===== src/logic/packetmem_pkg.sv =====
package packetmem_pkg;

	// Stored word and packet length widths
	localparam int DATA_W = 32;
	localparam int LEN_W = 32;

	// Rotation relies on exactly three buffers
	localparam int NUM_BUFS = 3;

	// Life cycle of one buffer
	typedef enum logic [2:0] {
		own_free     = 3'd0, // Empty, waiting for the snooper
		own_sn       = 3'd1, // Being filled
		own_cpu_wait = 3'd2, // Full, queued for the CPU
		own_cpu      = 3'd3, // CPU inspecting
		own_fwd_wait = 3'd4, // Accepted, queued for the forwarder
		own_fwd      = 3'd5  // Being forwarded
	} buf_owner_t;

	// Buffer held by an agent, 0 is none and 1..3 map to buffers 0..2
	typedef logic [1:0] buf_sel_t;

	// CPU access size
	typedef enum logic [1:0] {
		sz_byte = 2'd0,
		sz_half = 2'd1,
		sz_word = 2'd2 // Code 3 also served as a word
	} xfer_size_t;

	// Two-word read window
	// Word 0 sits at the addressed location, word 1 at the next one
	typedef union packed {
		logic [1:0][DATA_W-1:0] words; // Forwarder view
		logic [7:0][7:0]        bytes; // Byte 0 is the low byte of word 0
	} mem_window_u;

endpackage


===== src/logic/read_size_adapter.sv =====
`timescale 1ns/1ps

module read_size_adapter #(
	parameter int ADDR_WIDTH = 10
) (
	input  logic                               clk,
	input  logic [ADDR_WIDTH+1:0]              byte_rd_addr,
	input  packetmem_pkg::xfer_size_t          transfer_sz,
	output logic [ADDR_WIDTH-1:0]              word_rd_addr,
	input  packetmem_pkg::mem_window_u         window,
	output logic [packetmem_pkg::DATA_W-1:0]   resized_data // Zero-padded on the left
);
	import packetmem_pkg::*;

	logic [1:0] offset_q; // Byte lane of the read in flight
	xfer_size_t size_q;
	logic [2:0] base;     // Offset widened so base+3 stays in the window

	assign word_rd_addr = byte_rd_addr[ADDR_WIDTH+1:2];

	// Tracks the RAM read latency
	always_ff @(posedge clk) begin
		offset_q <= byte_rd_addr[1:0];
		size_q <= transfer_sz;
	end

	assign base = {1'b0, offset_q};

	// Little-endian pick from the byte view, may spill into the next word
	always_comb begin
		resized_data = '0;
		case (size_q)
			sz_byte: resized_data[7:0] = window.bytes[base];
			sz_half: resized_data[15:0] = {window.bytes[base + 3'd1], window.bytes[base]};
			default: begin
				resized_data = {window.bytes[base + 3'd3], window.bytes[base + 3'd2],
					window.bytes[base + 3'd1], window.bytes[base]};
			end
		endcase
	end

endmodule


===== config.mk =====
export PLATFORM = sky130hd
export DESIGN_NAME = read_size_adapter
export DESIGN_NICKNAME = d
export VERILOG_FILES = /design/src/logic/packetmem_pkg.sv /design/src/logic/read_size_adapter.sv
export SDC_FILE = /design/constraint.sdc
export NUM_CORES = 1
export LEC_CHECK = 0
export BUFFER_PORTS_ARGS = -buffer_cell sky130_fd_sc_hd__clkbuf_2
export CORE_ASPECT_RATIO = 0.7
export CORE_MARGIN = 8
export CORE_UTILIZATION = 40
export CTS_BUF_LIST = sky130_fd_sc_hd__clkbuf_4
export DETAILED_ROUTE_END_ITERATION = 6
export PLACE_DENSITY_LB_ADDON = 0.2
export SETUP_SLACK_MARGIN = 0.02
export SLEW_MARGIN = 20
export SYNTH_ARGS = -nofsm -noshare
export SYNTH_HDL_FRONTEND = slang
export SYNTH_SLANG_ARGS = --single-unit

===== constraint.sdc =====
create_clock -name clk -period 2.5 [get_ports clk]
set_input_delay 0.125 -clock clk [delete_from_list [all_inputs] [get_ports clk]]
set_output_delay 0.125 -clock clk [all_outputs]
set_load 0.02 [all_outputs]

=== After elaboration in Yosys (flattened, before gate mapping) ===
Cells that the tools add are included.

* Register bits: 4
* Latch bits: 0
* Memory bits (writable): 0
* Memory bits (read-only): 0
* Bits of input ports: 79
* Output and inout port bits: 42
* Logic and storage cells: 22
* Memories: 0

* Add/sub/neg operators: 3
* Multiply operators: 0
* Divide/modulo/power cells: 0
* Magnitude comparators: 4
* Eq/ne operators: 1
* Shift-type cells: 0
* Multiplexer cells: 10
* Bitwise logic cells: 0
* Reductions and logical operators: 2

{| class="wikitable"
|+ Operators by type and width
! cell !! number
|-
| $bmux 8 s3 || 3
|-
| $mux 8 || 5
|-
| $bmux 8 s2 || 1
|-
| $mux 16 || 1
|-
| $lt 3x4->1 const B || 3
|-
| $add 2x2->3 const B || 2
|-
| $lt 2x4->1 const B || 1
|-
| $add 2x1->3 const B || 1
|-
| $eq 2x1->1 const B || 1
|-
| $logic_not 2->1 || 1
|-
| $reduce_or 2->1 || 1
|}

=== Depth between registers and ports, before layout ===
* Depth in word-level cells: 4
* Gate-level depth with buffers: 8

=== Worst setup path before layout ===
Ideal clock, no wire load.

* Path type: reg-to-output
* Start: register offset_q[0]
* End: output port resized_data[26] (netlist name)
* Data arrival time: 2.059 ns
* Data required time: 2.375 ns
* Setup slack: 0.316 ns
* Cell stages (with the launch flop): 9
* Cell sequence: dfxtp_1 buf_6 buf_4 inv_1 ha_1 or2_2 clkbuf_1 o22ai_1 nor3_1

* Longest elaborated chain between the ends: 4

{| class="wikitable"
|+ RTL lines
! element !! line !! source
|-
| from (decl) || read_size_adapter.sv:15 || <nowiki>logic [1:0] offset_q;</nowiki>
|-
| from (signal assigned) || read_size_adapter.sv:23 || <nowiki>offset_q <= byte_rd_addr[1:0];</nowiki>
|-
| $add 2x2->3 || read_size_adapter.sv:36 || <nowiki>resized_data = {window.bytes[base + 3'd3], window.bytes[base + 3'd2],</nowiki>
|-
| $bmux 8 s3 || read_size_adapter.sv:36 ||
|-
| $mux 8 (not written as such) || read_size_adapter.sv:36 ||
|-
| $mux 16 || read_size_adapter.sv:32 || <nowiki>case (size_q)</nowiki>
|-
| to (decl) || read_size_adapter.sv:11 || <nowiki>output logic [packetmem_pkg::DATA_W-1:0] resized_data</nowiki>
|}

Every way passes these cells. The select of a mux whose other input is x is not followed.

=== Worst setup path in the final report ===
* Start: register offset_q[1]
* End: output port resized_data[14] (netlist name)

* Longest elaborated chain between the ends: 4

{| class="wikitable"
|+ RTL lines
! element !! line
|-
| $add 2x1->3 || read_size_adapter.sv:34, read_size_adapter.sv:37
|-
| $bmux 8 s3 || read_size_adapter.sv:34, read_size_adapter.sv:37
|-
| $mux 8 (not written as such) || read_size_adapter.sv:34, read_size_adapter.sv:37
|-
| $mux 8 || -
|}

Every way passes these cells. The select of a mux whose other input is x is not followed.

==> Implementation_results.wiki <==
{| class="wikitable"
! Metric !! Value
|-
| Outcome || finished, final reports clean
|-
| Final critical-path setup slack || 0.230 ns
|-
| Maximum clock path buffer count || 2
|-
| Total placed cells including tap cells || 283
|-
| DRT Wirelength || 4.88 mm
|-
| Detailed Route Iter0 Violations || 76
|-
| Routed len/inst || 16.8 um
|-
| Share of post-route cells with drive strength above 1 || 0.658
|-
| Area Overhead vs Synth || 35.8%
|-
| GRT Residual Overflow || 0
|-
| Largest net degree at the start of global routing || 26
|-
| Via count of the first global-routing pass || 1620
|-
| Via Count || 1614
|-
| HPWL after detailed placement || 3.92 mm
|-
| Total inserted antenna cells || 0
|-
| Cells resized by post-CTS repair || 0
|-
| FP Rows || 18
|-
| Number of inserted filler cells in the final layout || 341
|-
| Std-Cell Core Area || 3420 um2
|-
| Number of remaining DRC errors || 0
|-
| Nature of the critical path endpoint || primary output
|-
| Sequential element share of the synthesized area || 0.0576
|-
| EDFF count, synth || 0
|-
| Maximum level of the CTS H-tree || 1
|-
| Clock tree from TritonCTS || built
|-
| Worst hold path cell count || 0
|-
| Data arrival time of the critical path || 2.15 ns
|-
| Leading cell types in the layout, fill and taps excluded || 100 x sky130_fd_sc_hd__clkbuf_2, 32 x sky130_fd_sc_hd__mux2_2, 24 x sky130_fd_sc_hd__o22ai_1
|-
| Count of nets left with antenna violations after detail routing || 0
|-
| Worst setup path class || reg2out
|-
| Sum of negative setup slack || 0 ns
|-
| Area leader, netlist || sky130_fd_sc_hd__mux2_2
|-
| Peak supply drop || 0.000130 V
|-
| Core utilization of the finished layout || 0.552
|-
| Netlist cell types || 17
|-
| Number of synthesis warnings || 0
|-
| Average cell area after synthesis || 9.15 um2
|-
| Crit start category || register
|-
| Leak || 0.878 nW
|-
| Highest metal layer with signal wires || met4
|-
| Placement-stage worst setup slack || 0.480 ns
|-
| Clk slew on worst S/H paths || 0.04 ns
|-
| Highest clock frequency the design can meet || 440 MHz
|-
| Post-synth top flop || sky130_fd_sc_hd__dfxtp_1
|-
| Worst Path Max Fanout || 8
|-
| Floorplan die width || 86.5 um
|-
| Effective utilization at floorplan || 0.406
|-
| FFs w/ async S/R, synth || 0
|-
| Final cycle utilization of the critical path || 0.908
|-
| Hold Violations, Final || 0
|-
| Least-Margin Pin Slew || 0.599 ns
|-
| Total setup violations reported at the end of the flow || 0
|-
| Synthesized netlist net count || 233
|-
| Top-level I/O count || 121
|-
| Number of antenna violations at the first check in global routing || 0
|-
| Cell count after synthesis || 152
|-
| Overall global routing resource usage || 0.165
|-
| Time the worst path needs with I/O delays and setup || 2.27 ns
|-
| Type of the tightest min-delay check || in2out
|-
| Pins over their slew limit || 0
|-
| Total of flip-flops plus latches after synthesis || 4
|-
| Metal1 wirelength || 2.00 mm
|-
| RSZ-0062 raised after global routing || false
|-
| Routed wire length on met2 || 2.11 mm
|-
| Count of buffers inserted at the top-level ports || 100
|-
| First-pass iteration count of the detailed router || 4
|-
| Power density over the cells || 314 nW/um2
|-
| Chip height || 65.3 um
|-
| Clk sinks || 4
|-
| Worst slew slack as a fraction of its limit || 0.599
|-
| CTS buffer count || 3
|-
| Proportion of netlist area held by the largest area contributor || 0.259
|-
| Leading cell type in the layout, fill and taps excluded || sky130_fd_sc_hd__clkbuf_2
|-
| Number of nets in the final layout || 323
|-
| Wire length on met3 || 718 um
|-
| Placer Congestion || 0.841
|-
| Number of standard cells in the final layout excluding fillers || 290
|-
| Master cell of the clock root buffer || sky130_fd_sc_hd__clkbuf_4
|-
| First-pass GRT wire length || 7.58 mm
|-
| Required time at the worst-slack endpoint || 2.38 ns
|-
| Avg Vias per Cell || 5.57
|-
| Area of the die || 5650 um2
|-
| Cell area after technology mapping || 1390 um2
|-
| Top cells by area, synth || sky130_fd_sc_hd__mux2_2 26%, sky130_fd_sc_hd__mux4_2 26%, sky130_fd_sc_hd__o22ai_1 11%, sky130_fd_sc_hd__buf_4 8.1%, sky130_fd_sc_hd__dfxtp_1 5.8%
|-
| MaxCap Viol Count || 0
|}
where the power goes:
part           internal, mW  leakage [nW]  switching [mW]  total, mW
Sequential           0.0679        0.0338         0.00343     0.0713
Clock                0.0538        0.0138          0.0289     0.0827
Combinational         0.203         0.830           0.235      0.438
Total                 0.325         0.878           0.268      0.592
metal layers:
layer | track usage | vias to the layer above
li1 | - | 769
met4 | 0.0513 | 0
met5 | 0 | -
met3 | 0.0672 | 9
met1 | 0.201 | 723
met2 | 0.260 | 113
worst max-delay path, stage by stage, from the launching register on:
cell and delay (ns):
sky130_fd_sc_hd__dfxtp_1 0.52, sky130_fd_sc_hd__inv_1 0.08, sky130_fd_sc_hd__ha_1 0.38, sky130_fd_sc_hd__nand2b_1 0.34, sky130_fd_sc_hd__o22ai_1 0.11, sky130_fd_sc_hd__nor3_1 0.24, sky130_fd_sc_hd__clkbuf_2 0.22
logic make-up (layout without fill, tap and decap cells):
| family | count (synthesis) | after routing | synth area share |
|---|---|---|---|
| AOI/OAI and AO/OA | 32 | 32 | 0.137 |
| muxes | 48 | 48 | 0.518 |
| DFF | 4 | 4 | 0.0576 |
| buffers and inverters | 25 | 113 | 0.120 |
| adders and majority gates | 2 | 2 | 0.0180 |
| and+or+nand+nor | 41 | 41 | 0.150 |
path summary, 6_finish.rpt:
kind	startpoint	slack (ns)	endpoint
worst max-delay path	offset_q[1]	0.23	resized_data[14]
worst min-delay path	byte_rd_addr[8]	0.25	word_rd_addr[6]
registers in the layout, indices dropped and copies added (netlist names):
register and flops:
size_q 2, offset_q 2
metrics by stage:
stage	power, mW	hold WS, ns	instance area (um2)
6_report	0.592	0.250	1890
5_1_grt	0.637	0.250	1890
4_1_cts	0.594	0.000879	1880
3_5_place_dp	0.507	0.230	1830
3_3_place_gp	0.505	0.229	1830
2_1_floorplan	0.383	0.153	1390
synthesized netlist by cell type (4+ instances only):
library cell and count:
sky130_fd_sc_hd__mux2_2 32, sky130_fd_sc_hd__nor2_1 9, sky130_fd_sc_hd__buf_4 15, sky130_fd_sc_hd__nor3_1 16, sky130_fd_sc_hd__and2_1 8, sky130_fd_sc_hd__mux4_2 16, sky130_fd_sc_hd__o22ai_1 24, sky130_fd_sc_hd__o21ai_0 8
sky130_fd_sc_hd__nand2b_1 4, sky130_fd_sc_hd__dfxtp_1 4, sky130_fd_sc_hd__clkbuf_1 5
timing repair:
item                      CTS  global route
hold buffers                3             1
buffers inserted            0             0
hold endpoints to repair    3             1
layout make-up:
| type | instances | area [um2] | share of cell area |
|---|---|---|---|
| flip-flops and latches | 4 | 81.3 | 0.0430 |
| multi-input cells | 123 | 1140 | 0.606 |
| inverters | 2 | 7.51 | 0.00397 |
| clock buffers | 3 | 22.5 | 0.0119 |
| well taps | 50 | 62.6 | 0.0331 |
| repair buffers | 108 | 571 | 0.302 |
(Power assumes the default switching activity.)
