===== src/logic/packetmem_pkg.sv =====
package packetmem_pkg;

	// Stored word and packet length widths
	localparam int DATA_W = 32;
	localparam int LEN_W = 32;

	// Rotation relies on exactly three buffers
	localparam int NUM_BUFS = 3;

	// Life cycle of one buffer
	typedef enum logic [2:0] {
		own_free     = 3'd0, // Empty, waiting for the snooper
		own_sn       = 3'd1, // Being filled
		own_cpu_wait = 3'd2, // Full, queued for the CPU
		own_cpu      = 3'd3, // CPU inspecting
		own_fwd_wait = 3'd4, // Accepted, queued for the forwarder
		own_fwd      = 3'd5  // Being forwarded
	} buf_owner_t;

	// Buffer held by an agent, 0 is none and 1..3 map to buffers 0..2
	typedef logic [1:0] buf_sel_t;

	// CPU access size
	typedef enum logic [1:0] {
		sz_byte = 2'd0,
		sz_half = 2'd1,
		sz_word = 2'd2 // Code 3 also served as a word
	} xfer_size_t;

	// Two-word read window
	// Word 0 sits at the addressed location, word 1 at the next one
	typedef union packed {
		logic [1:0][DATA_W-1:0] words; // Forwarder view
		logic [7:0][7:0]        bytes; // Byte 0 is the low byte of word 0
	} mem_window_u;

endpackage


===== src/logic/mem_port_if.sv =====
`timescale 1ns/1ps

// One buffer's access port, router on one side and RAM on the other
interface mem_port_if #(
	parameter int ADDR_WIDTH = 10
);
	import packetmem_pkg::*;

	logic [ADDR_WIDTH-1:0] addr;    // Word address, shared by reads and writes
	logic [DATA_W-1:0]     wr_data;
	logic                  wr_en;
	logic                  rd_en;
	mem_window_u           rd_data; // Registered window
	logic [LEN_W-1:0]      len;     // Words written so far

	modport router (
		output addr, wr_data, wr_en, rd_en,
		input  rd_data, len
	);

	modport ram (
		input  addr, wr_data, wr_en, rd_en,
		output rd_data, len
	);

endinterface


===== src/logic/buffer_router.sv =====
`timescale 1ns/1ps

module buffer_router #(
	parameter int ADDR_WIDTH = 10
) (
	input  packetmem_pkg::buf_owner_t          owner [packetmem_pkg::NUM_BUFS],
	input  logic [ADDR_WIDTH-1:0]              snooper_wr_addr,
	input  logic [packetmem_pkg::DATA_W-1:0]   snooper_wr_data,
	input  logic                               snooper_wr_en,
	input  logic [ADDR_WIDTH-1:0]              cpu_rd_addr, // Word address
	input  logic                               cpu_rd_en,
	input  logic [ADDR_WIDTH-1:0]              forwarder_rd_addr,
	input  logic                               forwarder_rd_en,
	output packetmem_pkg::mem_window_u         cpu_window,
	output logic [packetmem_pkg::LEN_W-1:0]    len_to_cpu,
	output packetmem_pkg::mem_window_u         forwarder_window,
	output logic [packetmem_pkg::LEN_W-1:0]    len_to_forwarder,
	mem_port_if.router                         ping,
	mem_port_if.router                         pang,
	mem_port_if.router                         pung
);
	import packetmem_pkg::*;

	buf_sel_t sn_sel, cpu_sel, fwd_sel;

	// Per-buffer views so the steering can loop
	logic [ADDR_WIDTH-1:0] addr_a [NUM_BUFS];
	logic [NUM_BUFS-1:0]   wr_en_a, rd_en_a;
	mem_window_u           win_a [NUM_BUFS];
	logic [LEN_W-1:0]      len_a [NUM_BUFS];

	// Which buffer each agent actively holds
	always_comb begin
		sn_sel = '0;
		cpu_sel = '0;
		fwd_sel = '0;
		for (int i = 0; i < NUM_BUFS; i++) begin
			if (owner[i] == own_sn)  sn_sel = buf_sel_t'(i + 1);
			if (owner[i] == own_cpu) cpu_sel = buf_sel_t'(i + 1);
			if (owner[i] == own_fwd) fwd_sel = buf_sel_t'(i + 1);
		end
	end

	always_comb begin
		cpu_window = '0; // Idle agents read zeros
		len_to_cpu = '0;
		forwarder_window = '0;
		len_to_forwarder = '0;
		for (int i = 0; i < NUM_BUFS; i++) begin
			wr_en_a[i] = snooper_wr_en && sn_sel == buf_sel_t'(i + 1);
			rd_en_a[i] = (cpu_rd_en && cpu_sel == buf_sel_t'(i + 1)) ||
				(forwarder_rd_en && fwd_sel == buf_sel_t'(i + 1));
			if (sn_sel == buf_sel_t'(i + 1))
				addr_a[i] = snooper_wr_addr;
			else if (fwd_sel == buf_sel_t'(i + 1))
				addr_a[i] = forwarder_rd_addr;
			else
				addr_a[i] = cpu_rd_addr; // Also parks free and waiting buffers
			if (cpu_sel == buf_sel_t'(i + 1)) begin
				cpu_window = win_a[i];
				len_to_cpu = len_a[i];
			end
			if (fwd_sel == buf_sel_t'(i + 1)) begin
				forwarder_window = win_a[i];
				len_to_forwarder = len_a[i];
			end
		end
		// Enables from agents without a buffer are dropped above
		a_idle_en: assert final (!(snooper_wr_en && sn_sel == '0) &&
			!(cpu_rd_en && cpu_sel == '0) && !(forwarder_rd_en && fwd_sel == '0));
	end

	assign ping.addr = addr_a[0];
	assign ping.wr_data = snooper_wr_data;
	assign ping.wr_en = wr_en_a[0];
	assign ping.rd_en = rd_en_a[0];
	assign pang.addr = addr_a[1];
	assign pang.wr_data = snooper_wr_data;
	assign pang.wr_en = wr_en_a[1];
	assign pang.rd_en = rd_en_a[1];
	assign pung.addr = addr_a[2];
	assign pung.wr_data = snooper_wr_data;
	assign pung.wr_en = wr_en_a[2];
	assign pung.rd_en = rd_en_a[2];

	assign win_a[0] = ping.rd_data;
	assign win_a[1] = pang.rd_data;
	assign win_a[2] = pung.rd_data;
	assign len_a[0] = ping.len;
	assign len_a[1] = pang.len;
	assign len_a[2] = pung.len;

endmodule


===== src/flat_wrapper.sv =====
// flat-port wrapper written by rule: the top's interface ports become plain ports
module buffer_router_flat import packetmem_pkg::*;
#(
	parameter int ADDR_WIDTH = 10
)
  (owner, snooper_wr_addr, snooper_wr_data, snooper_wr_en, cpu_rd_addr, cpu_rd_en, forwarder_rd_addr, forwarder_rd_en, cpu_window, len_to_cpu, forwarder_window, len_to_forwarder, ping_addr, ping_wr_data, ping_wr_en, ping_rd_en, ping_rd_data, ping_len, pang_addr, pang_wr_data, pang_wr_en, pang_rd_en, pang_rd_data, pang_len, pung_addr, pung_wr_data, pung_wr_en, pung_rd_en, pung_rd_data, pung_len);
  mem_port_if #(.ADDR_WIDTH(ADDR_WIDTH)) ping_i ();
  mem_port_if #(.ADDR_WIDTH(ADDR_WIDTH)) pang_i ();
  mem_port_if #(.ADDR_WIDTH(ADDR_WIDTH)) pung_i ();
  input  packetmem_pkg::buf_owner_t owner[packetmem_pkg::NUM_BUFS];
  input  logic [ADDR_WIDTH-1:0] snooper_wr_addr;
  input  logic [packetmem_pkg::DATA_W-1:0] snooper_wr_data;
  input  logic snooper_wr_en;
  input  logic [ADDR_WIDTH-1:0] cpu_rd_addr;
  input  logic cpu_rd_en;
  input  logic [ADDR_WIDTH-1:0] forwarder_rd_addr;
  input  logic forwarder_rd_en;
  output packetmem_pkg::mem_window_u cpu_window;
  output logic [packetmem_pkg::LEN_W-1:0] len_to_cpu;
  output packetmem_pkg::mem_window_u forwarder_window;
  output logic [packetmem_pkg::LEN_W-1:0] len_to_forwarder;
  output wire logic [$bits(ping_i.addr)-1:0] ping_addr;
  output wire logic [$bits(ping_i.wr_data)-1:0] ping_wr_data;
  output wire logic [$bits(ping_i.wr_en)-1:0] ping_wr_en;
  output wire logic [$bits(ping_i.rd_en)-1:0] ping_rd_en;
  input wire logic [$bits(ping_i.rd_data)-1:0] ping_rd_data;
  input wire logic [$bits(ping_i.len)-1:0] ping_len;
  output wire logic [$bits(pang_i.addr)-1:0] pang_addr;
  output wire logic [$bits(pang_i.wr_data)-1:0] pang_wr_data;
  output wire logic [$bits(pang_i.wr_en)-1:0] pang_wr_en;
  output wire logic [$bits(pang_i.rd_en)-1:0] pang_rd_en;
  input wire logic [$bits(pang_i.rd_data)-1:0] pang_rd_data;
  input wire logic [$bits(pang_i.len)-1:0] pang_len;
  output wire logic [$bits(pung_i.addr)-1:0] pung_addr;
  output wire logic [$bits(pung_i.wr_data)-1:0] pung_wr_data;
  output wire logic [$bits(pung_i.wr_en)-1:0] pung_wr_en;
  output wire logic [$bits(pung_i.rd_en)-1:0] pung_rd_en;
  input wire logic [$bits(pung_i.rd_data)-1:0] pung_rd_data;
  input wire logic [$bits(pung_i.len)-1:0] pung_len;
  assign ping_addr = ping_i.addr;
  assign ping_wr_data = ping_i.wr_data;
  assign ping_wr_en = ping_i.wr_en;
  assign ping_rd_en = ping_i.rd_en;
  assign ping_i.rd_data = ping_rd_data;
  assign ping_i.len = ping_len;
  assign pang_addr = pang_i.addr;
  assign pang_wr_data = pang_i.wr_data;
  assign pang_wr_en = pang_i.wr_en;
  assign pang_rd_en = pang_i.rd_en;
  assign pang_i.rd_data = pang_rd_data;
  assign pang_i.len = pang_len;
  assign pung_addr = pung_i.addr;
  assign pung_wr_data = pung_i.wr_data;
  assign pung_wr_en = pung_i.wr_en;
  assign pung_rd_en = pung_i.rd_en;
  assign pung_i.rd_data = pung_rd_data;
  assign pung_i.len = pung_len;
  buffer_router #(.ADDR_WIDTH(ADDR_WIDTH)) u_core (.owner(owner), .snooper_wr_addr(snooper_wr_addr), .snooper_wr_data(snooper_wr_data), .snooper_wr_en(snooper_wr_en), .cpu_rd_addr(cpu_rd_addr), .cpu_rd_en(cpu_rd_en), .forwarder_rd_addr(forwarder_rd_addr), .forwarder_rd_en(forwarder_rd_en), .cpu_window(cpu_window), .len_to_cpu(len_to_cpu), .forwarder_window(forwarder_window), .len_to_forwarder(len_to_forwarder), .ping(ping_i), .pang(pang_i), .pung(pung_i));
endmodule

===== config.mk =====
export PLATFORM = sky130hd
export DESIGN_NAME = buffer_router_flat
export DESIGN_NICKNAME = d
export VERILOG_FILES = /design/src/logic/packetmem_pkg.sv /design/src/logic/mem_port_if.sv /design/src/logic/buffer_router.sv /design/src/flat_wrapper.sv
export SDC_FILE = /design/constraint.sdc
export NUM_CORES = 1
export LEC_CHECK = 0
export BUFFER_PORTS_ARGS = -buffer_cell sky130_fd_sc_hd__buf_2
export CORE_AREA = 2 2 267 269
export DETAILED_ROUTE_END_ITERATION = 8
export DIE_AREA = 0 0 269 271
export GPL_TIMING_DRIVEN = 1
export PLACE_DENSITY_LB_ADDON = 0.25
export SLEW_MARGIN = 20
export SYNTH_ARGS = -nofsm -noshare
export SYNTH_HDL_FRONTEND = slang
export SYNTH_SLANG_ARGS = --single-unit

===== constraint.sdc =====
create_clock -name vclk -period 1.9
set_input_delay 0.475 -clock vclk [all_inputs]
set_output_delay 0.475 -clock vclk [all_outputs]
set_load 0.1 [all_outputs]

### Yosys cells after proc, flatten, opt, wreduce, memory -nomap -nowiden

Index checks and enable logic that the tools add are counted.

* bits in registers: 0
* input bits: 362
* output and inout bits: 324
* word-level logic and storage cells: 57

* eq/ne operators: 18
* muxes and demuxes: 27
* reductions and logical operators: 12

Operators by type and width (number)
* 64-bit two-way mux: 6
* 32-bit two-way mux: 6
* 10-bit two-way mux: 6
* 2-bit equality test (second input constant): 6
* 2-bit two-way mux: 6
* 3-bit by 1-bit equality test with 1-bit output (second input constant): 3
* 3-bit by 2-bit equality test with 1-bit output (second input constant): 3
* 3-bit equality test (second input constant): 3
* 1-bit logical AND: 9
* 2-bit by 1-bit equality test with 1-bit output (second input constant): 3
* 1-bit logical OR: 3
* 1-bit two-way mux: 3

### Logic depth before layout (Yosys ltp)

Gate-level depths: netlist of the first run.

* depth after elaboration: 8
* gate-level depth with buffers: 6
* depth with buffers taken out: 3

### Worst setup path after synthesis of the first run

OpenSTA, ideal clock, no wires.

* path type: in2out
* start: in owner[2] (netlist name)
* end: out pung_wr_en
* arrival: 2910 ps
* data required time: 1425 ps
* setup slack: -1485 ps
* cell stages on the path: 3
* cell sequence: buf_2 -> buf_2 -> nor3_1

* longest elaborated chain between the ends: 4

Ends and longest elaborated chain
* from (decl): line flat_wrapper.sv:10 `input packetmem_pkg::buf_owner_t owner[packetmem_pkg::NUM_BUFS];`
* 3-bit by 1-bit equality test with 1-bit output: line buffer_router.sv:38 `if (owner[i] == own_sn) sn_sel = buf_sel_t'(i + 1);`
* 2-bit two-way mux: line buffer_router.sv:38
* 2-bit equality test: line buffer_router.sv:50 `wr_en_a[i] = snooper_wr_en && sn_sel == buf_sel_t'(i + 1);`
* 1-bit logical AND: line buffer_router.sv:50
* to (decl): line flat_wrapper.sv:36 `output wire logic [$bits(pung_i.wr_en)-1:0] pung_wr_en;`

No other way between the ends.

### Worst setup path after layout of the first run

* start: in owner[7] (netlist name)
* end: out ping_addr[4]

* longest elaborated chain between the ends: 7
* elaborated cells between the ends (all ways): 12
* those cells by class: 4 x eq/ne; 8 x mux

Ends and longest elaborated chain
* 3-bit equality test: line buffer_router.sv:40 `if (owner[i] == own_fwd) fwd_sel = buf_sel_t'(i + 1);`
* 1-bit two-way mux: line buffer_router.sv:40
* 2-bit two-way mux (2 in a row): line buffer_router.sv:40
* 2-bit by 1-bit equality test with 1-bit output: line buffer_router.sv:55 `else if (fwd_sel == buf_sel_t'(i + 1))`
* 10-bit two-way mux: line buffer_router.sv:55
* 10-bit two-way mux (*): line buffer_router.sv:53 `if (sn_sel == buf_sel_t'(i + 1))`
* to (decl): line flat_wrapper.sv:22 `output wire logic [$bits(ping_i.addr)-1:0] ping_addr;`

Mark *: on every way between the ends. The rest lies on a longest branch, timed or not.

==> results.py, run 1 <==
metrics = {
    "final_layout": {
        "regArea_um2": 0,
        "final_common_cell": "buf_2",
        "finish.cell_count_without_fillers": 2749,
        "final_nets": 2167,
        "layout-drive-gt1-share_pct": 86.6,
        "syn2layout_area_growth_pct": 314,
        "seq_cells": 0,
        "layout_common_cells": "buf_2, buf_12, a31oi_4",
        "nClkBuffers": 0,
    },
    "yosys": {
        "synth_cells": 1131,
        "synth_area_mm2": 0.00572,
        "syn_avg_cell_area_um2": 5.06,
        "synthDistinctLibCells": 24,
        "yosysSeqAreaShare_pct": 0,
        "synth_fp_nets": 1493,
        "yosysWarnings": 0,
    },
    "drt": {
        "vias": 11875,
        "post_drt_wl_per_cell_um": 23.4,
        "drtIter0Drc": 473,
        "drc": 0,
        "routed_wl_um": 64300,
        "drtPass1Iterations": 5,
        "via_per_inst": 4.32,
        "detail-route-antenna-nets": 0,
    },
    "die": {
        "die_w_um": 269,
        "dieArea_mm2": 0.0729,
        "core_mm2": 0.0698,
        "io_pins": 686,
        "rows": 97,
        "start_util_pct": 8.20,
        "fp.dieH_um": 271,
    },
    "timing": {
        "fin_setup_tns_ps": -92000,
        "finalHoldViolations": 0,
        "worst_slack_ps": -509,
        "worst_hold_slack_ps": 950,
        "tightest_slew_ps": 465,
        "period_minus_slack_ps": 2410,
        "drv_slew": 0,
        "slew_headroom_pct": 68.7,
        "setup_viol": 218,
        "grt_setup_unrepaired": "yes",
        "max_freq_ghz": 0.415,
        "finalCritPeriodShare_pct": 127,
    },
    "critical_path": {
        "crit_type": "in2out",
        "arrival_ps": 1930,
        "cp-end-kind": "output pin",
        "required_ps": 1420,
        "worstPathMaxFanout": 10,
        "start_kind": "input pin",
    },
    "worst_hold_path": {
        "worstHoldPathCells": 0,
        "hold_class": "in2out",
    },
    "pwr": {
        "totalPowerFinal_uw": 8390,
        "p_per_area_mw_per_mm2": 354,
        "vdd_drop_max_mv": 0.212,
        "p_leak_uw": 0.00866,
    },
    "outcome": {
        "violations": "setup timing",
        "status": "finished with violations",
    },
    "placement": {
        "dp_hpwl_um": 42700,
        "gp_congestion": 0.835,
        "numPortBuffers": 558,
        "dp_cells": 2589,
    },
    "grt": {
        "grt_pass1_vias": 13059,
        "track_usage_pct": 16.5,
        "grt_max_degree": 29,
        "antenna_found_initial": 13,
        "grt-ovfl-total": 0,
        "grt_pass1_wl_um": 89600,
    },
    "job": {
        "maxCapViolCount": 0,
    },
}
-- metrics by stage --
stage               area (um^2)  setup slack [ps]  utilization, %
global route              23700              -529            34.0
detailed placement        18300              -714            26.2
global placement          18300              -739            26.2
CTS                       22900              -544            32.8
floorplan                 10900              -832               -
finish                    23700              -509            34.0
-- synthesized netlist by cell type (all sizes together) --
cell	count	area [um^2]
nand4	12	75.1
nor3b	2	15.0
a31oi	212	1330
mux2i	10	100
inv	2	7.51
o21ai	22	110
and3b	5	43.8
buf	142	956
clkbuf	81	304
nand3	204	1020
nand2b	1	6.26
nor4	10	62.6
or3	1	6.26
nor3	11	55.1
nor2	194	728
or3b	2	17.5
nand2	205	769
nand3b	5	45.0
o31ai	10	75.1
-- critical path, cell delays in order --
cell and delay (ps):
buf_6 100, buf_4 120, nand3b_1 270, buf_12 230, o31ai_2 380, a31oi_4 160
buf_12 190
-- where the power goes --
group,switching [uW],internal [uW]
clock,0,0.000424
sequential,0,0
combinational,5120,3270
total,5120,3270
-- metal layers --
| layer | global-route usage [%] | share of wire [%] | up-vias |
|---|---|---|---|
| li1 | - | - | 5359 |
| met1 | 19.8 | 40 | 5917 |
| met2 | 29.7 | 51 | 468 |
| met3 | 2.89 | 5.7 | 123 |
| met4 | 4.33 | 3.0 | 8 |
| met5 | 0 | 0.068 | - |
-- final timing paths --
path	startpoint	to	slack, ps
hold / removal	snooper_wr_data[6]	pang_wr_data[6]	950
setup / recovery	owner[7]	ping_addr[4]	-510
-- timing repair --
action | 4_1_cts | 5_1_grt
resized for setup | 524 | 239
hold buffers | 0 | 0
hold endpoints to repair | 0 | 0
gates cloned | 48 | 9
pin swaps | 209 | 179
buffers inserted | 113 | 23
endpoints found under the setup margin | 228 | 228
-- layout make-up --
class / instances / area, um^2
multi-input combinational: 907 / 11000
fill: 6900 / 46100
tap: 940 / 1180
antenna: 6 / 15.0
inverter: 2 / 7.51
timing repair buffer: 894 / 11500
-- logic make-up (layout without fill, tap and decap cells) --
kind of cell | after synthesis | count (layout) | synth area share (%)
and+or+nand+nor | 652 | 653 | 49.7
AOI/OAI and AO/OA | 244 | 244 | 26.4
buffers and inverters | 225 | 896 | 22.1
muxes | 10 | 10 | 1.75
other | 0 | 6 | 0
Note: power is estimated with default switching activity, not from simulation.
==> inputs of run 2 (changes only) <==
--- a/config.mk
+++ b/config.mk
@@ -5,11 +5,11 @@
 export SDC_FILE = /design/constraint.sdc
 export NUM_CORES = 1
 export LEC_CHECK = 0
+export ABC_AREA = 1
 export BUFFER_PORTS_ARGS = -buffer_cell sky130_fd_sc_hd__buf_2
-export CORE_AREA = 2 2 267 269
+export CORE_AREA = 2 2 263 265
 export DETAILED_ROUTE_END_ITERATION = 8
-export DIE_AREA = 0 0 269 271
-export GPL_TIMING_DRIVEN = 1
+export DIE_AREA = 0 0 265 267
 export PLACE_DENSITY_LB_ADDON = 0.25
 export SLEW_MARGIN = 20
 export SYNTH_ARGS = -nofsm -noshare
==> results.py, run 2 <==
metrics = {
    "drt": {
        "drc": 0,
        "drtPass1Iterations": 4,
        "via_per_inst": 4.13,
        "drtIter0Drc": 460,
        "routed_wl_um": 57100,
        "post_drt_wl_per_cell_um": 21.8,
        "vias": 10789,
        "detail-route-antenna-nets": 0,
    },
    "critical_path": {
        "required_ps": 1420,
        "start_kind": "input pin",
        "crit_type": "in2out",
        "critPathMaxStageDelay_ps": 210,
        "arrival_ps": 1860,
        "crit_path_cell_trace": "buf_8 > buf_12 > nand3_4 > inv_6 > nor2_4 > buf_12 > clkbuf_16 > nand2_1 > o21ai_4 > buf_12",
        "cp_common_cell": "buf_12",
        "cp-end-kind": "output pin",
        "worstPathMaxFanout": 11,
        "cp_slowest_cell": "clkbuf_16",
    },
    "placement": {
        "dp_cells": 2527,
        "dpl-instance-area_mm2": 0.0163,
        "numPortBuffers": 558,
        "gp_congestion": 0.855,
        "dp_hpwl_um": 38400,
        "dp_slack_ps": -535,
    },
    "pwr": {
        "totalPowerFinal_uw": 6970,
        "vdd_drop_max_mv": 0.165,
        "p_leak_uw": 0.00979,
        "p_per_area_mw_per_mm2": 353,
    },
    "outcome": {
        "status": "finished with violations",
        "violations": "setup timing",
    },
    "final_layout": {
        "nClkBuffers": 0,
        "syn2layout_area_growth_pct": 267,
        "layout_common_cells": "buf_2, buf_12, nand2_1",
        "design_area_mm2": 0.0197,
        "fillers": 7127,
        "regArea_um2": 0,
        "final_nets": 2093,
        "fin_util_pct": 29.0,
        "final_common_cell": "buf_2",
        "seq_cells": 0,
        "layout-drive-gt1-share_pct": 77.0,
        "finish.cell_count_without_fillers": 2614,
    },
    "timing": {
        "max_freq_ghz": 0.428,
        "period_minus_slack_ps": 2330,
        "setup_viol": 228,
        "finalHoldViolations": 0,
        "drv_slew": 0,
        "grt_setup_unrepaired": "yes",
        "tightest_slew_ps": 292,
        "finalCritPeriodShare_pct": 123,
        "slew_headroom_pct": 80.5,
        "worst_slack_ps": -434,
    },
    "worst_hold_path": {
        "hold_class": "in2out",
        "worstHoldPathCells": 0,
        "hold_end": "pung_wr_data[19]",
        "min_from": "snooper_wr_data[19]",
    },
    "yosys": {
        "yosysSeqAreaShare_pct": 0,
        "yosysWarnings": 0,
        "synth_fp_nets": 1502,
        "synth_cells": 1140,
        "syn_avg_cell_area_um2": 4.72,
        "synth_most_common_cell": "nand2_1",
        "ys_top_cells_by_area": "nand2_1, nand3_1, buf_4",
        "yosysTopAreaCellShare_pct": 38.3,
        "synth_area_mm2": 0.00538,
        "yosysTopAreaCell": "nand2_1",
        "synthDistinctLibCells": 17,
        "synth_common_cells": "nand2_1, nand3_1, buf_4, nand4_1, clkbuf_1",
    },
    "die": {
        "rows": 96,
        "dieArea_mm2": 0.0708,
        "core_mm2": 0.0680,
        "fp.dieH_um": 267,
        "die_w_um": 265,
        "start_util_pct": 7.91,
        "io_pins": 686,
    },
    "job": {
        "maxCapViolCount": 0,
    },
    "grt": {
        "grt_pass1_vias": 11283,
        "grt_pass1_wl_um": 76700,
        "grt_max_degree": 24,
        "track_usage_pct": 14.5,
        "grt-ovfl-total": 0,
        "antenna_found_initial": 5,
    },
    "clock_network": {
        "cts_hold_buffers": 0,
    },
}
[run 2: cell count changes after synthesis, sizes merged, moves of 33 or more]
cell	before	now
nor2	194	18
inv	2	35
clkbuf	81	40
a31oi	212	0
nand2	205	549
nand4	12	107
[run 2: critical path, delay by kind of cell]
family | cells | cell delay (ps)
buffers and inverters | 6 | 860
AND/OR/NAND/NOR | 3 | 390
AO/OA/AOI/OAI | 1 | 80
[run 2: final cells by class]
class                      count  area (um^2)  area share, %
inverter                      36          214           1.08
multi-input combinational    916         8620           43.7
timing repair buffer         777         9780           49.6
antenna                        3         7.51         0.0381
tap                          882         1100           5.60
[run 2: worst max path at each step]
| stage | start | end | cells after the start |
|---|---|---|---|
| after floorplan | owner[3] | pang_addr[0] | 7 |
| after global placement | owner[7] | len_to_forwarder[21] | 11 |
| after detailed placement | owner[7] | len_to_forwarder[21] | 11 |
| after CTS | owner[1] | cpu_window[53] | 11 |
| after global routing | owner[1] | pang_rd_en | 10 |
| final | owner[1] | pang_rd_en | 10 |
[run 2: through the flow]
step,setup TNS (ps),hold slack (ps)
global placement,-97050,951
CTS,-78890,951
global route,-85210,950
detailed placement,-99790,951
finish,-72590,950
floorplan,-3460,1160
[run 2: kinds of logic after synthesis]
kind of cell	Yosys count	share of synthesized area, %
AOI/OAI and AO/OA	23	2.84
buffers and inverters	224	24.3
and+or+nand+nor	893	72.9
[run 2: layer usage]
metal / routed length [um] / GRT usage, % / up-vias
li1: - / - / 4910
met4: 1790 / 4.64 / 6
met5: 34 / 0 / -
met2: 28900 / 25.8 / 509
met3: 3690 / 2.97 / 94
met1: 22600 / 17.3 / 5270
[run 2: power breakdown]
group / switching (uW) / internal, uW
Combinational: 4370 / 2600
Sequential: 0 / 0
Clock: 0 / 0.000163
Total: 4370 / 2600
[run 2: what timing repair did]
item,in CTS,in global routing
gates resized for setup,259,288
setup endpoints to repair,228,228
setup buffers,41,17
gates cloned,28,17
pin swaps,49,83
