<file path="src/logic/packetmem_pkg.sv">
package packetmem_pkg;

	// Stored word and packet length widths
	localparam int DATA_W = 32;
	localparam int LEN_W = 32;

	// Rotation relies on exactly three buffers
	localparam int NUM_BUFS = 3;

	// Life cycle of one buffer
	typedef enum logic [2:0] {
		own_free     = 3'd0, // Empty, waiting for the snooper
		own_sn       = 3'd1, // Being filled
		own_cpu_wait = 3'd2, // Full, queued for the CPU
		own_cpu      = 3'd3, // CPU inspecting
		own_fwd_wait = 3'd4, // Accepted, queued for the forwarder
		own_fwd      = 3'd5  // Being forwarded
	} buf_owner_t;

	// Buffer held by an agent, 0 is none and 1..3 map to buffers 0..2
	typedef logic [1:0] buf_sel_t;

	// CPU access size
	typedef enum logic [1:0] {
		sz_byte = 2'd0,
		sz_half = 2'd1,
		sz_word = 2'd2 // Code 3 also served as a word
	} xfer_size_t;

	// Two-word read window
	// Word 0 sits at the addressed location, word 1 at the next one
	typedef union packed {
		logic [1:0][DATA_W-1:0] words; // Forwarder view
		logic [7:0][7:0]        bytes; // Byte 0 is the low byte of word 0
	} mem_window_u;

endpackage

</file>
<file path="src/logic/p3_ctrl.sv">
`timescale 1ns/1ps

module p3_ctrl (
	input  logic                                   clk,
	input  logic                                   rst,
	input  logic                                   snooper_done,
	input  logic                                   cpu_acc,
	input  logic                                   cpu_rej,
	input  logic                                   forwarder_done,
	output packetmem_pkg::buf_owner_t              owner [packetmem_pkg::NUM_BUFS],
	output logic [packetmem_pkg::NUM_BUFS-1:0]     len_clr,
	output logic                                   ready_for_snooper,
	output logic                                   ready_for_cpu,
	output logic                                   ready_for_forwarder
);
	import packetmem_pkg::*;

	buf_owner_t owner_q [NUM_BUFS];
	buf_owner_t owner_d [NUM_BUFS];

	// One bit per buffer for each state of interest
	logic [NUM_BUFS-1:0] is_sn, is_cw, is_cpu, is_fw, is_fwd;
	logic rdy_sn_d, rdy_cpu_d, rdy_fwd_d;

	always_comb begin
		for (int i = 0; i < NUM_BUFS; i++) begin
			is_sn[i]   = owner_q[i] == own_sn;
			is_cw[i]   = owner_q[i] == own_cpu_wait;
			is_cpu[i]  = owner_q[i] == own_cpu;
			is_fw[i]   = owner_q[i] == own_fwd_wait;
			is_fwd[i]  = owner_q[i] == own_fwd;
		end
	end

	// Releases on agent pulses, grants to idle agents
	// Grants look only at the current state, so a released agent waits a cycle
	always_comb begin
		logic taken; // Snooper already given a buffer in this pass
		taken = 1'b0;
		owner_d = owner_q;
		for (int i = 0; i < NUM_BUFS; i++) begin
			case (owner_q[i])
				own_free: begin
					// Lowest free index first, held back while a packet waits for the CPU
					if (!(|is_sn) && !(|is_cw) && !taken) begin
						owner_d[i] = own_sn;
						taken = 1'b1;
					end
				end
				own_sn:       if (snooper_done) owner_d[i] = own_cpu_wait;
				own_cpu_wait: if (!(|is_cpu) && !(|is_fw)) owner_d[i] = own_cpu;
				own_cpu: begin
					if (cpu_acc)
						owner_d[i] = own_fwd_wait; // Accept wins over a stray reject
					else if (cpu_rej)
						owner_d[i] = own_free;
				end
				own_fwd_wait: if (!(|is_fwd)) owner_d[i] = own_fwd;
				own_fwd:      if (forwarder_done) owner_d[i] = own_free;
				default:      owner_d[i] = own_free; // Unused codes fall back to free
			endcase
		end
		rdy_sn_d = 1'b0;
		rdy_cpu_d = 1'b0;
		rdy_fwd_d = 1'b0;
		for (int i = 0; i < NUM_BUFS; i++) begin
			rdy_sn_d  |= owner_d[i] == own_sn;
			rdy_cpu_d |= owner_d[i] == own_cpu;
			rdy_fwd_d |= owner_d[i] == own_fwd;
		end
	end

	always_ff @(posedge clk) begin
		if (rst) begin
			for (int i = 0; i < NUM_BUFS; i++)
				owner_q[i] <= own_free;
			ready_for_snooper <= 1'b0;
			ready_for_cpu <= 1'b0;
			ready_for_forwarder <= 1'b0;
		end else begin
			owner_q <= owner_d;
			ready_for_snooper <= rdy_sn_d;   // Ready mirrors ownership
			ready_for_cpu <= rdy_cpu_d;
			ready_for_forwarder <= rdy_fwd_d;
		end
	end

	// Length cleared whenever a buffer goes back to free
	always_comb begin
		for (int i = 0; i < NUM_BUFS; i++)
			len_clr[i] = rst || (is_cpu[i] && cpu_rej && !cpu_acc) ||
				(is_fwd[i] && forwarder_done);
	end

	assign owner = owner_q;

	a_acc_rej: assert property (@(posedge clk) disable iff (rst) !(cpu_acc && cpu_rej));

	// Pulses only from agents that were granted a buffer
	a_pulse_ready: assert property (@(posedge clk) disable iff (rst)
		(!snooper_done || ready_for_snooper) &&
		(!(cpu_acc || cpu_rej) || ready_for_cpu) &&
		(!forwarder_done || ready_for_forwarder));

	a_one_holder: assert property (@(posedge clk) disable iff (rst)
		$onehot0(is_sn) && $onehot0(is_cpu) && $onehot0(is_fwd));

endmodule

</file>
<file path="config.mk">
export PLATFORM = sky130hd
export DESIGN_NAME = p3_ctrl
export DESIGN_NICKNAME = d
export VERILOG_FILES = /design/src/logic/packetmem_pkg.sv /design/src/logic/p3_ctrl.sv
export SDC_FILE = /design/constraint.sdc
export NUM_CORES = 1
export LEC_CHECK = 0
export BUFFER_PORTS_ARGS = -buffer_cell sky130_fd_sc_hd__buf_2
export CAP_MARGIN = 25
export CORE_AREA = 5 5 54 56
export CTS_CLUSTER_SIZE = 10
export DETAILED_ROUTE_END_ITERATION = 7
export DIE_AREA = 0 0 59 61
export GPL_ROUTABILITY_DRIVEN = 0
export PLACE_DENSITY = 0.78
export SYNTH_ARGS = -nofsm -noshare
export SYNTH_HDL_FRONTEND = slang
export SYNTH_SLANG_ARGS = --single-unit
export TNS_END_PERCENT = 20
</file>
<file path="constraint.sdc">
create_clock -name clk -period 1.31 [get_ports clk]
set_input_delay 0.262 -clock clk [delete_from_list [all_inputs] [get_ports clk]]
set_output_delay 0.262 -clock clk [all_outputs]
set_load 0.03 [all_outputs]
</file>
# Word level (Yosys, flattened, before mapping)

Cells that the tools add are included.

Eq/ne operators: 24
Muxes and demuxes: 28
Bitwise operators: 6
Reduce and logical (&&, ||, !) cells: 34

Operators with widths:

| operator           | number |
|---|---|
| $mux 3             | 21 |
| $pmux 3 s6         | 3 |
| $eq 3x2->1 const B | 9 |
| $eq 3x3->1 const B | 9 |
| $eq 3x1->1 const B | 6 |
| $reduce_or 3->1    | 5 |
| $logic_and 1x1->1  | 13 |
| $logic_not 3->1    | 3 |
| $logic_not 1->1    | 7 |
| $logic_or 1x1->1   | 6 |
| $or 1x1->1         | 6 |
| $mux 1             | 4 |

Bits in registers: 12
Bits of input ports: 6
Output and inout bits: 15
Word-level logic and storage cells: 98

# Longest topological paths before layout

Gate-level depths: netlist (run 1).

Depth in word-level cells: 16
Gate-level depth with buffers: 6
Mapped depth without buffers: 5

# Worst setup path before layout (run 1)

Ideal clock, no wire load.

Path kind: register to output
Start point: register owner_q, in the netlist owner[1]
End point: output port len_clr[2] in the netlist's numbering
Data arrival time: 1543 ps
Required time: 1048 ps
Path slack: -495 ps
Stages on the path, launching flop included: 5
Buffers on the path: 1
Cell sequence: dfxtp_1 -> buf_2 -> nor3b_1 -> a21oi_1 -> o21bai_1

Word-level cells in the longest chain between the ends: 5
Elaborated cells between the ends (all ways): 7
Those cells by class: eq/ne (2); reduce/logical (5)

Ends and longest elaborated chain:

| what                             | RTL line      | source |
|---|---|---|
| start: declaration               | p3_ctrl.sv:18 | `buf_owner_t owner_q [NUM_BUFS];` |
| start signal: indexed assignment | p3_ctrl.sv:76 | `owner_q[i] <= own_free;` |
| start signal: assignment         | p3_ctrl.sv:81 | `owner_q <= owner_d;` |
| $eq 3x2->1                       | p3_ctrl.sv:29 | `is_cpu[i] = owner_q[i] == own_cpu;` |
| $logic_and 1x1->1 (2 in a row)   | p3_ctrl.sv:91 | `len_clr[i] = rst \|\| (is_cpu[i] && cpu_rej && !cpu_acc) \|\|` |
| $logic_or 1x1->1                 | p3_ctrl.sv:91 |  |
| $logic_or 1x1->1 (*)             | p3_ctrl.sv:91 |  |
| end: declaration                 | p3_ctrl.sv:11 | `output logic [packetmem_pkg::NUM_BUFS-1:0] len_clr,` |

Every way passes the cells marked *; elsewhere a longest branch is shown, timed or not.

# Worst setup path in the final report (run 1)

Same ends and word-level chain as after synthesis.

==> results_dict.tcl, run 1 <==
set metrics [dict create \
    syn_inst 126 \
    crit_arrival_ns 1.36 \
    die_area_sq_um 3600 \
    grt_first_pass_wirelength_microns 5780 \
    n_antenna_cell 0 \
    r2r_start "owner[7]" \
    max_freq_ghz 0.617 \
    clkLatencyLatePin_ns 0.28 \
    cap_viol_max_count 0 \
    die_w_microns 59 \
    fp.dieH_microns 61 \
    synth.area.top_cells "dfxtp_1 24%, a21oi_1 4.9%, nand3b_1 4.4%" \
    grt_setup_unrepaired "yes" \
    violations "negative setup slack" \
    pre_cts_ws_ns -0.267 \
    synth_common_cells "12 x dfxtp_1, 11 x nand2_1, 11 x nor2_1, 10 x a21oi_1" \
    reg2reg_to "ready_for_cpu" \
    min_path_type "input pin to register" \
    cts_made_buffers 3 \
    route.met3.wl_microns 316 \
    cts_tree "built" \
    whs_endpoint "owner[6]" \
    status "complete, but fails checks" \
    finalMaxSlewViolations 0 \
    synthDistinctLibCells 44 \
    criticalPathCategory "register to output port" \
    core_area_sq_um 2390 \
    yosysMostFrequentCell "dfxtp_1" \
    overflow 0 \
    power_density_nw_per_um2 1630 \
    hold_buffers 0 \
    clock_skew_ns 0.00138 \
    hold_depth 2 \
    grt_max_degree 15 \
    wl_met2_microns 1920 \
    cellLeakagePower_nw 0.668 \
    clock-sinks 12 \
    async_flop_share_pct 0 \
    vias 1282 \
    wl_microns 3930 \
    ir_drop_mv 1.27 \
    routed.top_layer "met4" \
    avgRoutedWirePerCell_microns 19.0 \
    synth.top_cell.area_share_pct 23.6 \
    synth_edf_count 0 \
    first_pass_iters 6 \
    ys_seq_area_share_pct 23.6 \
    route.detailed.drc 0 \
    synth-main-ff-cell "dfxtp_1" \
    max_slew_margin_pct 74.9 \
    drtAntennaViolNets 0 \
    ys_ff_latch 12 \
    syn-cell-area_sq_um 1020 \
    grt_pass1_vias 1230 \
    cp-start-kind "register" \
    finalCritPeriodShare_pct 124 \
    drt_iter0_markers 96 \
    crit_fanout 4 \
    clk_path_buf_depth 2 \
    antenna_found_initial 0 \
    hold_violations 0 \
    wl_met1_microns 1510 \
    min-delay-start "rst" \
    setup_viol 10 \
    rows 18 \
    crit_path_end_kind "output port" \
    fin_nets 184 \
    grtUsageTotal_pct 21.8 \
    area_delta_synth_final_pct 63.0 \
    syn-num-nets 132 \
    p_total_mw 2.71 \
    boundaryPins 21 \
    drive_above_1_share_pct 58.8 \
    setup_slack_ns -0.310 \
    tightest_slew_ns 0.376 \
    rr_worst_depth 5 \
    yosysTopAreaCell "dfxtp_1" \
    htreeDepth 1 \
    io_buffers 20 \
    reg2reg_slack_ns -0.29 \
    initial_utilization_pct 42.7 \
    clk_pin_slew_worst_paths_ns 0.08 \
    ys_warn_count 0 \
    required_ns 1.05 \
    min_period_ns 1.62 \
    dpl.hpwl_microns 2590 \
    viasPerCell 6.19 \
    syn_area_per_cell_sq_um 8.08 \
    cts_root_buf "clkbuf_4" \
]
## layout by cell type (no fill, tap or decap), types with 3 or more instances in the layout
master | netlist | layout
a211oi_2 | 1 | 3
a21o_1 | 3 | 3
a21oi_1 | 10 | 8
buf_2 | 4 | 13
buf_4 | 3 | 28
buf_6 | 3 | 15
clkbuf_4 | 0 | 3
dfxtp_1 | 12 | 3
dfxtp_2 | 0 | 5
dfxtp_4 | 0 | 4
inv_1 | 6 | 5
nand2_1 | 11 | 10
nand2b_1 | 6 | 4
nand3b_1 | 6 | 6
nor2_1 | 11 | 9
nor2_2 | 1 | 3
o22ai_1 | 5 | 4
## critical path: stages (launching register included)
cell      delay, ns
dfxtp_2        0.34
buf_6          0.11
buf_6          0.10
nor3b_4        0.18
a21oi_2        0.06
o21bai_2       0.14
buf_6          0.15
## registers in the layout (all words and copies together), names as in the netlist
| name | cells |
|---|---|
| ready_for_forwarder | 1 |
| ready_for_snooper | 1 |
| owner | 9 |
| ready_for_cpu | 1 |
## report_power, final
part           total (mW)  switching, mW  internal [mW]
Sequential          0.579          0.114          0.465
Clock               0.313          0.143          0.169
Combinational        1.82          0.947          0.876
## cell families after synthesis
| logic type | count (synthesis) | synth area share [%] |
|---|---|---|
| compound gates | 38 | 31.3 |
| buf+inv | 17 | 10.1 |
| xor+xnor | 3 | 2.58 |
| flops | 12 | 23.6 |
| simple gates | 56 | 32.4 |
## worst max-delay path by stage
stage	startpoint	to	slack, ns
finish	owner[1]	len_clr[2]	-0.31
global route	owner[1]	len_clr[2]	-0.37
CTS	owner[1]	len_clr[2]	-0.31
detailed placement	owner[4]	ready_for_cpu	-0.27
global placement	cpu_acc	ready_for_cpu	-0.20
floorplan	owner[7]	ready_for_cpu	-0.22
## cell type report
class | count | area, sq um
multi-input cells | 97 | 823
fillers | 179 | 727
repair buffers | 58 | 479
flip-flops and latches | 12 | 262
well taps | 30 | 37.5
clock buffers | 4 | 36.3
inverters | 6 | 22.5
## what timing repair did
action	4_1_cts	5_1_grt
endpoints found under the setup margin	10	16
gates resized for setup	27	30
setup buffers	3	2
hold endpoints to repair	0	0
pin swaps	3	6
## layer usage
metal  GRT usage [%]  up-vias
li1                -      565
met1            25.6      609
met2            36.8       85
met3            3.83       23
met4            13.6        0
met5               0        -
## stage by stage
stage	TNS [ns]	util, %	instances	hold slack, ns	instance area (sq um)
final	-2.04	69.5	207	0.251	1660
after global routing	-2.64	69.5	207	0.254	1660
after CTS	-1.86	64.8	206	0.231	1550
after detailed placement	-1.44	57.3	199	0.530	1370
after global placement	-1.07	57.3	199	0.527	1370
after floorplan	-1.25	-	126	0.344	1040
Note: power is estimated with default switching activity, not from simulation.
==> inputs of run 2 (changes only) <==
Settings changed: ABC_AREA set to 1, CORE_AREA 5 5 54 56 to 2 2 46 48, DIE_AREA 0 0 59 61 to 0 0 48 50, PLACE_DENSITY 0.78 to 0.8.
==> results_dict.tcl, run 2 <==
set metrics [dict create \
    setup_slack_ns -0.193 \
    cts_tree "built" \
    crit_path_end_kind "output port" \
    fp.dieH_microns 50 \
    cellLeakagePower_nw 0.648 \
    seq_area_sq_um 264 \
    grt_pass1_vias 970 \
    htreeDepth 1 \
    finalCritPeriodShare_pct 115 \
    hold_violations 0 \
    viasPerCell 5.64 \
    min_path_type "input pin to register" \
    syn_inst 129 \
    clkLatencyLatePin_ns 0.29 \
    drive_above_1_share_pct 53.9 \
    async_flop_share_pct 0 \
    max_freq_ghz 0.665 \
    synth.top_cell.area_share_pct 29.5 \
    criticalPathCategory "register to output port" \
    clock-sinks 12 \
    power_density_nw_per_um2 1520 \
    synth_edf_count 0 \
    syn_area_per_cell_sq_um 6.31 \
    whs_ns 0.234 \
    required_ns 1.05 \
    initial_utilization_pct 42.8 \
    cts_made_buffers 3 \
    power_frac_clock_pct 17.3 \
    max_slew_margin_pct 78.0 \
    multi_input_area_sq_um 561 \
    clock_skew_ns 0.00945 \
    boundaryPins 21 \
    grt_setup_unrepaired "yes" \
    min_period_ns 1.50 \
    grtUsageTotal_pct 26.1 \
    grt_max_degree 11 \
    ys_seq_area_share_pct 29.5 \
    power.switching_uw 909 \
    avgRoutedWirePerCell_microns 14.4 \
    core_area_sq_um 1900 \
    fin_tns_setup_ns -0.501 \
    yosysTopAreaCell "dfxtp_1" \
    io_buffers 20 \
    r2r_start "owner[2]" \
    finalMaxSlewViolations 0 \
    synth-main-ff-cell "dfxtp_1" \
    status "complete, but fails checks" \
    die_w_microns 48 \
    pre_cts_ws_ns 0.0246 \
    violations "negative setup slack" \
    drtAntennaViolNets 0 \
    crit_arrival_ns 1.24 \
    cap_viol_max_count 0 \
    largest_reg_flops 9 \
    p_int_uw 950 \
    synth_common_cells "24 x nand2_1, 18 x inv_1, 14 x nor2_1, 12 x dfxtp_1, 12 x nand3_1" \
    vias 1094 \
    clk_pin_slew_worst_paths_ns 0.09 \
    min-delay-start "snooper_done" \
    synth.area.top_cells "dfxtp_1 29%, nand2_1 11%, inv_1 8.3%" \
    startpoint "owner[2]" \
    dpl.hpwl_microns 1730 \
    grt_first_pass_wirelength_microns 4440 \
    cp-start-kind "register" \
    route.detailed.drc 0 \
    p_comb_share_pct 51.2 \
    ys_ff_latch 12 \
    layout_common_cells "24 x nand2_1, 17 x buf_2, 14 x buf_4, 13 x inv_1" \
    wl_microns 2800 \
    cts_root_buf "clkbuf_4" \
    area_delta_synth_final_pct 50.5 \
    rows 16 \
    antenna_found_initial 0 \
    syn-cell-area_sq_um 815 \
    fin_nets 174 \
    setup_viol 6 \
    yosysMostFrequentCell "nand2_1" \
    die_area_sq_um 2400 \
    clk_path_buf_depth 2 \
    ys_warn_count 0 \
    tightest_slew_ns 0.328 \
    n_antenna_cell 0 \
    seq_power_share_pct 31.5 \
    first_pass_iters 4 \
    crit_fanout 3 \
    switching_share_pct 48.9 \
    ir_drop_mv 1.02 \
    syn-num-nets 135 \
    n_fill_cell 167 \
    overflow 0 \
    final_common_cell "nand2_1" \
    drt_iter0_markers 78 \
    synthDistinctLibCells 18 \
    hold_buffers 0 \
]
==> run 2: changes by cell type in the layout (fill, tap and decap cells not counted), moves of 4 or more <==
| cell | before | now |
|---|---|---|
| inv_2 | 1 | 11 |
| o21ai_2 | 0 | 5 |
| o22ai_1 | 4 | 0 |
| nand2b_1 | 4 | 0 |
| buf_2 | 13 | 17 |
| a21oi_1 | 8 | 4 |
| inv_1 | 5 | 13 |
| nand2_2 | 1 | 5 |
| nand3_1 | 1 | 7 |
| buf_6 | 15 | 4 |
| buf_4 | 28 | 14 |
| nand2_1 | 10 | 24 |
| nand3_2 | 1 | 7 |
==> run 2: critical path, cell delays in order, from the launching register on <==
cell and delay (ns):
dfxtp_2 0.36, inv_2 0.04, nand3_2 0.06, inv_2 0.06, a21oi_2 0.18, o21ai_2 0.09, buf_6 0.15
==> run 2: per-stage QoR <==
stage          utilization (%)  total power, mW  cells  area (sq um)
2_1_floorplan                -             1.18    129           830
3_3_place_gp              51.2             1.37    177           975
3_5_place_dp              51.2             1.39    177           975
4_1_cts                   62.2             1.77    191          1180
5_1_grt                   64.5             1.97    194          1230
6_report                  64.5             1.86    194          1230
==> run 2: cell families (layout without fill, tap and decap cells) <==
logic type,count (synthesis),in the layout,share of synthesized area (%)
AO/OA/AOI/OAI,19,19,13.7
AND/OR/NAND/NOR,72,72,44.9
flip-flops,12,12,29.5
buffers and inverters,26,64,12.0
==> run 2: final cells by class <==
cell class,instances,area share (%)
Multi-Input combinational cell,91,45.7
Tap cell,27,2.76
Clock buffer,4,2.96
Inverter,25,7.86
Sequential cell,12,21.5
Timing Repair Buffer,35,19.2
==> run 2: path summary, 6_finish.rpt <==
check / endpoint / slack (ns) / cells after the start
setup / recovery: len_clr[2] / -0.19 / 6
hold reg to reg: owner[1] / 0.65 / 2
hold / removal: owner[1] / 0.23 / 3
setup reg to reg: owner[6] / -0.04 / 9
==> run 2: routing by layer <==
layer,vias to the layer above,routed length (microns),track usage (%)
li1,502,-,-
met1,492,1010,33.6
met2,88,1400,41.8
met3,12,307,5.13
met4,0,88,9.01
met5,-,0,0
==> run 2: timing repair <==
item | CTS | global route
gates cloned | 0 | 0
pin swaps | 4 | 5
setup endpoints to repair | 4 | 9
setup buffers | 10 | 3
gates resized for setup | 33 | 7
==> run 2: power groups by stage <==
stage | Clock [mW] | Sequential (mW) | Combinational [mW]
detailed placement | 0 | 0.548 | 0.838
CTS | 0.314 | 0.573 | 0.883
floorplan | 0 | 0.681 | 0.496
finish | 0.322 | 0.585 | 0.952
global route | 0.337 | 0.599 | 1.03
global placement | 0 | 0.539 | 0.826
==> inputs of run 3 (changes only) <==
Settings changed: ABC_CLOCK_PERIOD_IN_PS set to 1310, SKIP_CTS_REPAIR_TIMING set to 1.
==> results_dict.tcl, run 3 (synthesized netlist as in run 2, its figures left out) <==
set metrics [dict create \
    slowest_stage "dfxtp_2" \
    htreeDepth 1 \
    final_area_sq_um 1150 \
    setup_slack_ns -0.188 \
    overflow 0 \
    die_w_microns 48 \
    tightest_slew_ns 0.404 \
    hold_violations 0 \
    crit_fanout 5 \
    seq_area_sq_um 256 \
    setup_viol 5 \
    drtAntennaViolNets 0 \
    min-delay-start "snooper_done" \
    clk_path_buf_depth 2 \
    grt_max_degree 11 \
    r2r_start "owner[1]" \
    rows 16 \
    drive_above_1_share_pct 47.2 \
    avgRoutedWirePerCell_microns 13.8 \
    hold_depth 3 \
    crit_family "flip-flops" \
    grt_pass1_vias 783 \
    reg2reg_slack_ns -0.02 \
    grtUsageTotal_pct 19.5 \
    crit_arrival_ns 1.24 \
    clock-sinks 12 \
    fin_nets 166 \
    min_path_type "input pin to register" \
    wl_microns 2570 \
    cellLeakagePower_nw 0.605 \
    largest_reg_flops 9 \
    criticalPathCategory "register to output port" \
    cp_slowest_stage_delay_ns 0.39 \
    min_period_ns 1.50 \
    boundaryPins 21 \
    cp-start-kind "register" \
    multi_input_area_sq_um 556 \
    max_slew_margin_pct 73.0 \
    worst-path-buf-inv 2 \
    grt_first_pass_wirelength_microns 3340 \
    layout_common_cells "24 x nand2_1, 17 x buf_2, 15 x inv_1, 13 x nor2_1, 9 x nand3_1" \
    core_area_sq_um 1900 \
    required_ns 1.05 \
    cap_viol_max_count 0 \
    initial_utilization_pct 42.8 \
    vias 1004 \
    viasPerCell 5.40 \
    ir_drop_mv 0.951 \
    cts_tree "built" \
    cts_root_buf "clkbuf_4" \
    reg2reg_to "ready_for_cpu" \
    rr_worst_depth 8 \
    finalMaxSlewViolations 0 \
    power_density_nw_per_um2 1580 \
    final_common_cell "nand2_1" \
    clk_pin_slew_worst_paths_ns 0.09 \
    grt_setup_unrepaired "yes" \
    area_delta_synth_final_pct 41.3 \
    clkLatencyLatePin_ns 0.29 \
    max_freq_ghz 0.668 \
    clock_skew_ns 0.00929 \
    n_antenna_cell 0 \
    dpl-instance-area_sq_um 975 \
    status "complete, but fails checks" \
    fin_util_pct 60.5 \
    first_pass_iters 4 \
    finalCritPeriodShare_pct 114 \
    io_buffers 20 \
    crit_chain "inv_2 > nand3_1 > o21ai_2 > buf_6" \
    route.detailed.drc 0 \
    whs_endpoint "owner[1]" \
    die_area_sq_um 2400 \
    violations "negative setup slack" \
    drt_iter0_markers 67 \
    dpl.hpwl_microns 1730 \
    antenna_found_initial 0 \
    cts_made_buffers 3 \
    n_fill_cell 186 \
    crit_path_end_kind "output port" \
    fp.dieH_microns 50 \
]
-- run 3: cell count changes in the layout (fill, tap and decap cells not counted), sizes merged --
cell	change
buf	-8
-- run 3: cell type report --
| type | instances | share of cell area, % |
|---|---|---|
| Timing Repair Buffer | 27 | 14.6 |
| Multi-Input combinational cell | 91 | 48.3 |
| Sequential cell | 12 | 22.3 |
| Clock buffer | 4 | 3.15 |
| Inverter | 25 | 8.80 |
| Tap cell | 27 | 2.93 |
-- run 3: metrics by stage --
step           setup slack [ns]  setup TNS, ns  power (mW)  hold slack (ns)  std cells
2_1_floorplan           -0.0679         -0.166        1.18            0.324        129
3_3_place_gp             0.0405              0        1.37            0.536        177
3_5_place_dp             0.0246              0        1.39            0.539        177
4_1_cts                  -0.295         -0.825        1.70            0.251        181
5_1_grt                  -0.233          -1.01        1.93            0.257        186
6_report                 -0.188         -0.530        1.82            0.244        186
-- run 3: power by group --
part	switching, mW	internal [mW]	total, mW
clock network	0.147	0.169	0.317
registers	0.127	0.450	0.577
logic	0.613	0.310	0.923
total	0.887	0.929	1.82
-- run 3: layer usage --
| metal | vias to the layer above | wire length, microns | part of all wire [%] | track usage, % |
|---|---|---|---|---|
| met5 | - | 0 | 0 | 0 |
| met3 | 11 | 161 | 6.3 | 4.40 |
| met2 | 50 | 1270 | 49 | 27.3 |
| li1 | 483 | - | - | - |
| met1 | 460 | 1050 | 41 | 28.5 |
| met4 | 0 | 90 | 3.5 | 6.76 |
-- run 3: how the worst max path moves through the flow --
stage / cells after the start / endpoint / start
6_report: 4 / len_clr[0] / owner[7]
5_1_grt: 4 / len_clr[0] / owner[7]
4_1_cts: 5 / len_clr[0] / owner[6]
3_5_place_dp: 5 / len_clr[0] / owner[6]
3_3_place_gp: 5 / len_clr[0] / owner[6]
2_1_floorplan: 5 / len_clr[2] / owner[2]
-- run 3: worst reg2reg max path, stage by stage, from the launching register on --
cell and delay (ns):
dfxtp_2 0.36, nor2_1 0.14, nand2_1 0.13, nand2_1 0.12, inv_2 0.06, nand3_1 0.10
nand2_1 0.07, nor3_2 0.18, nor2_1 0.06
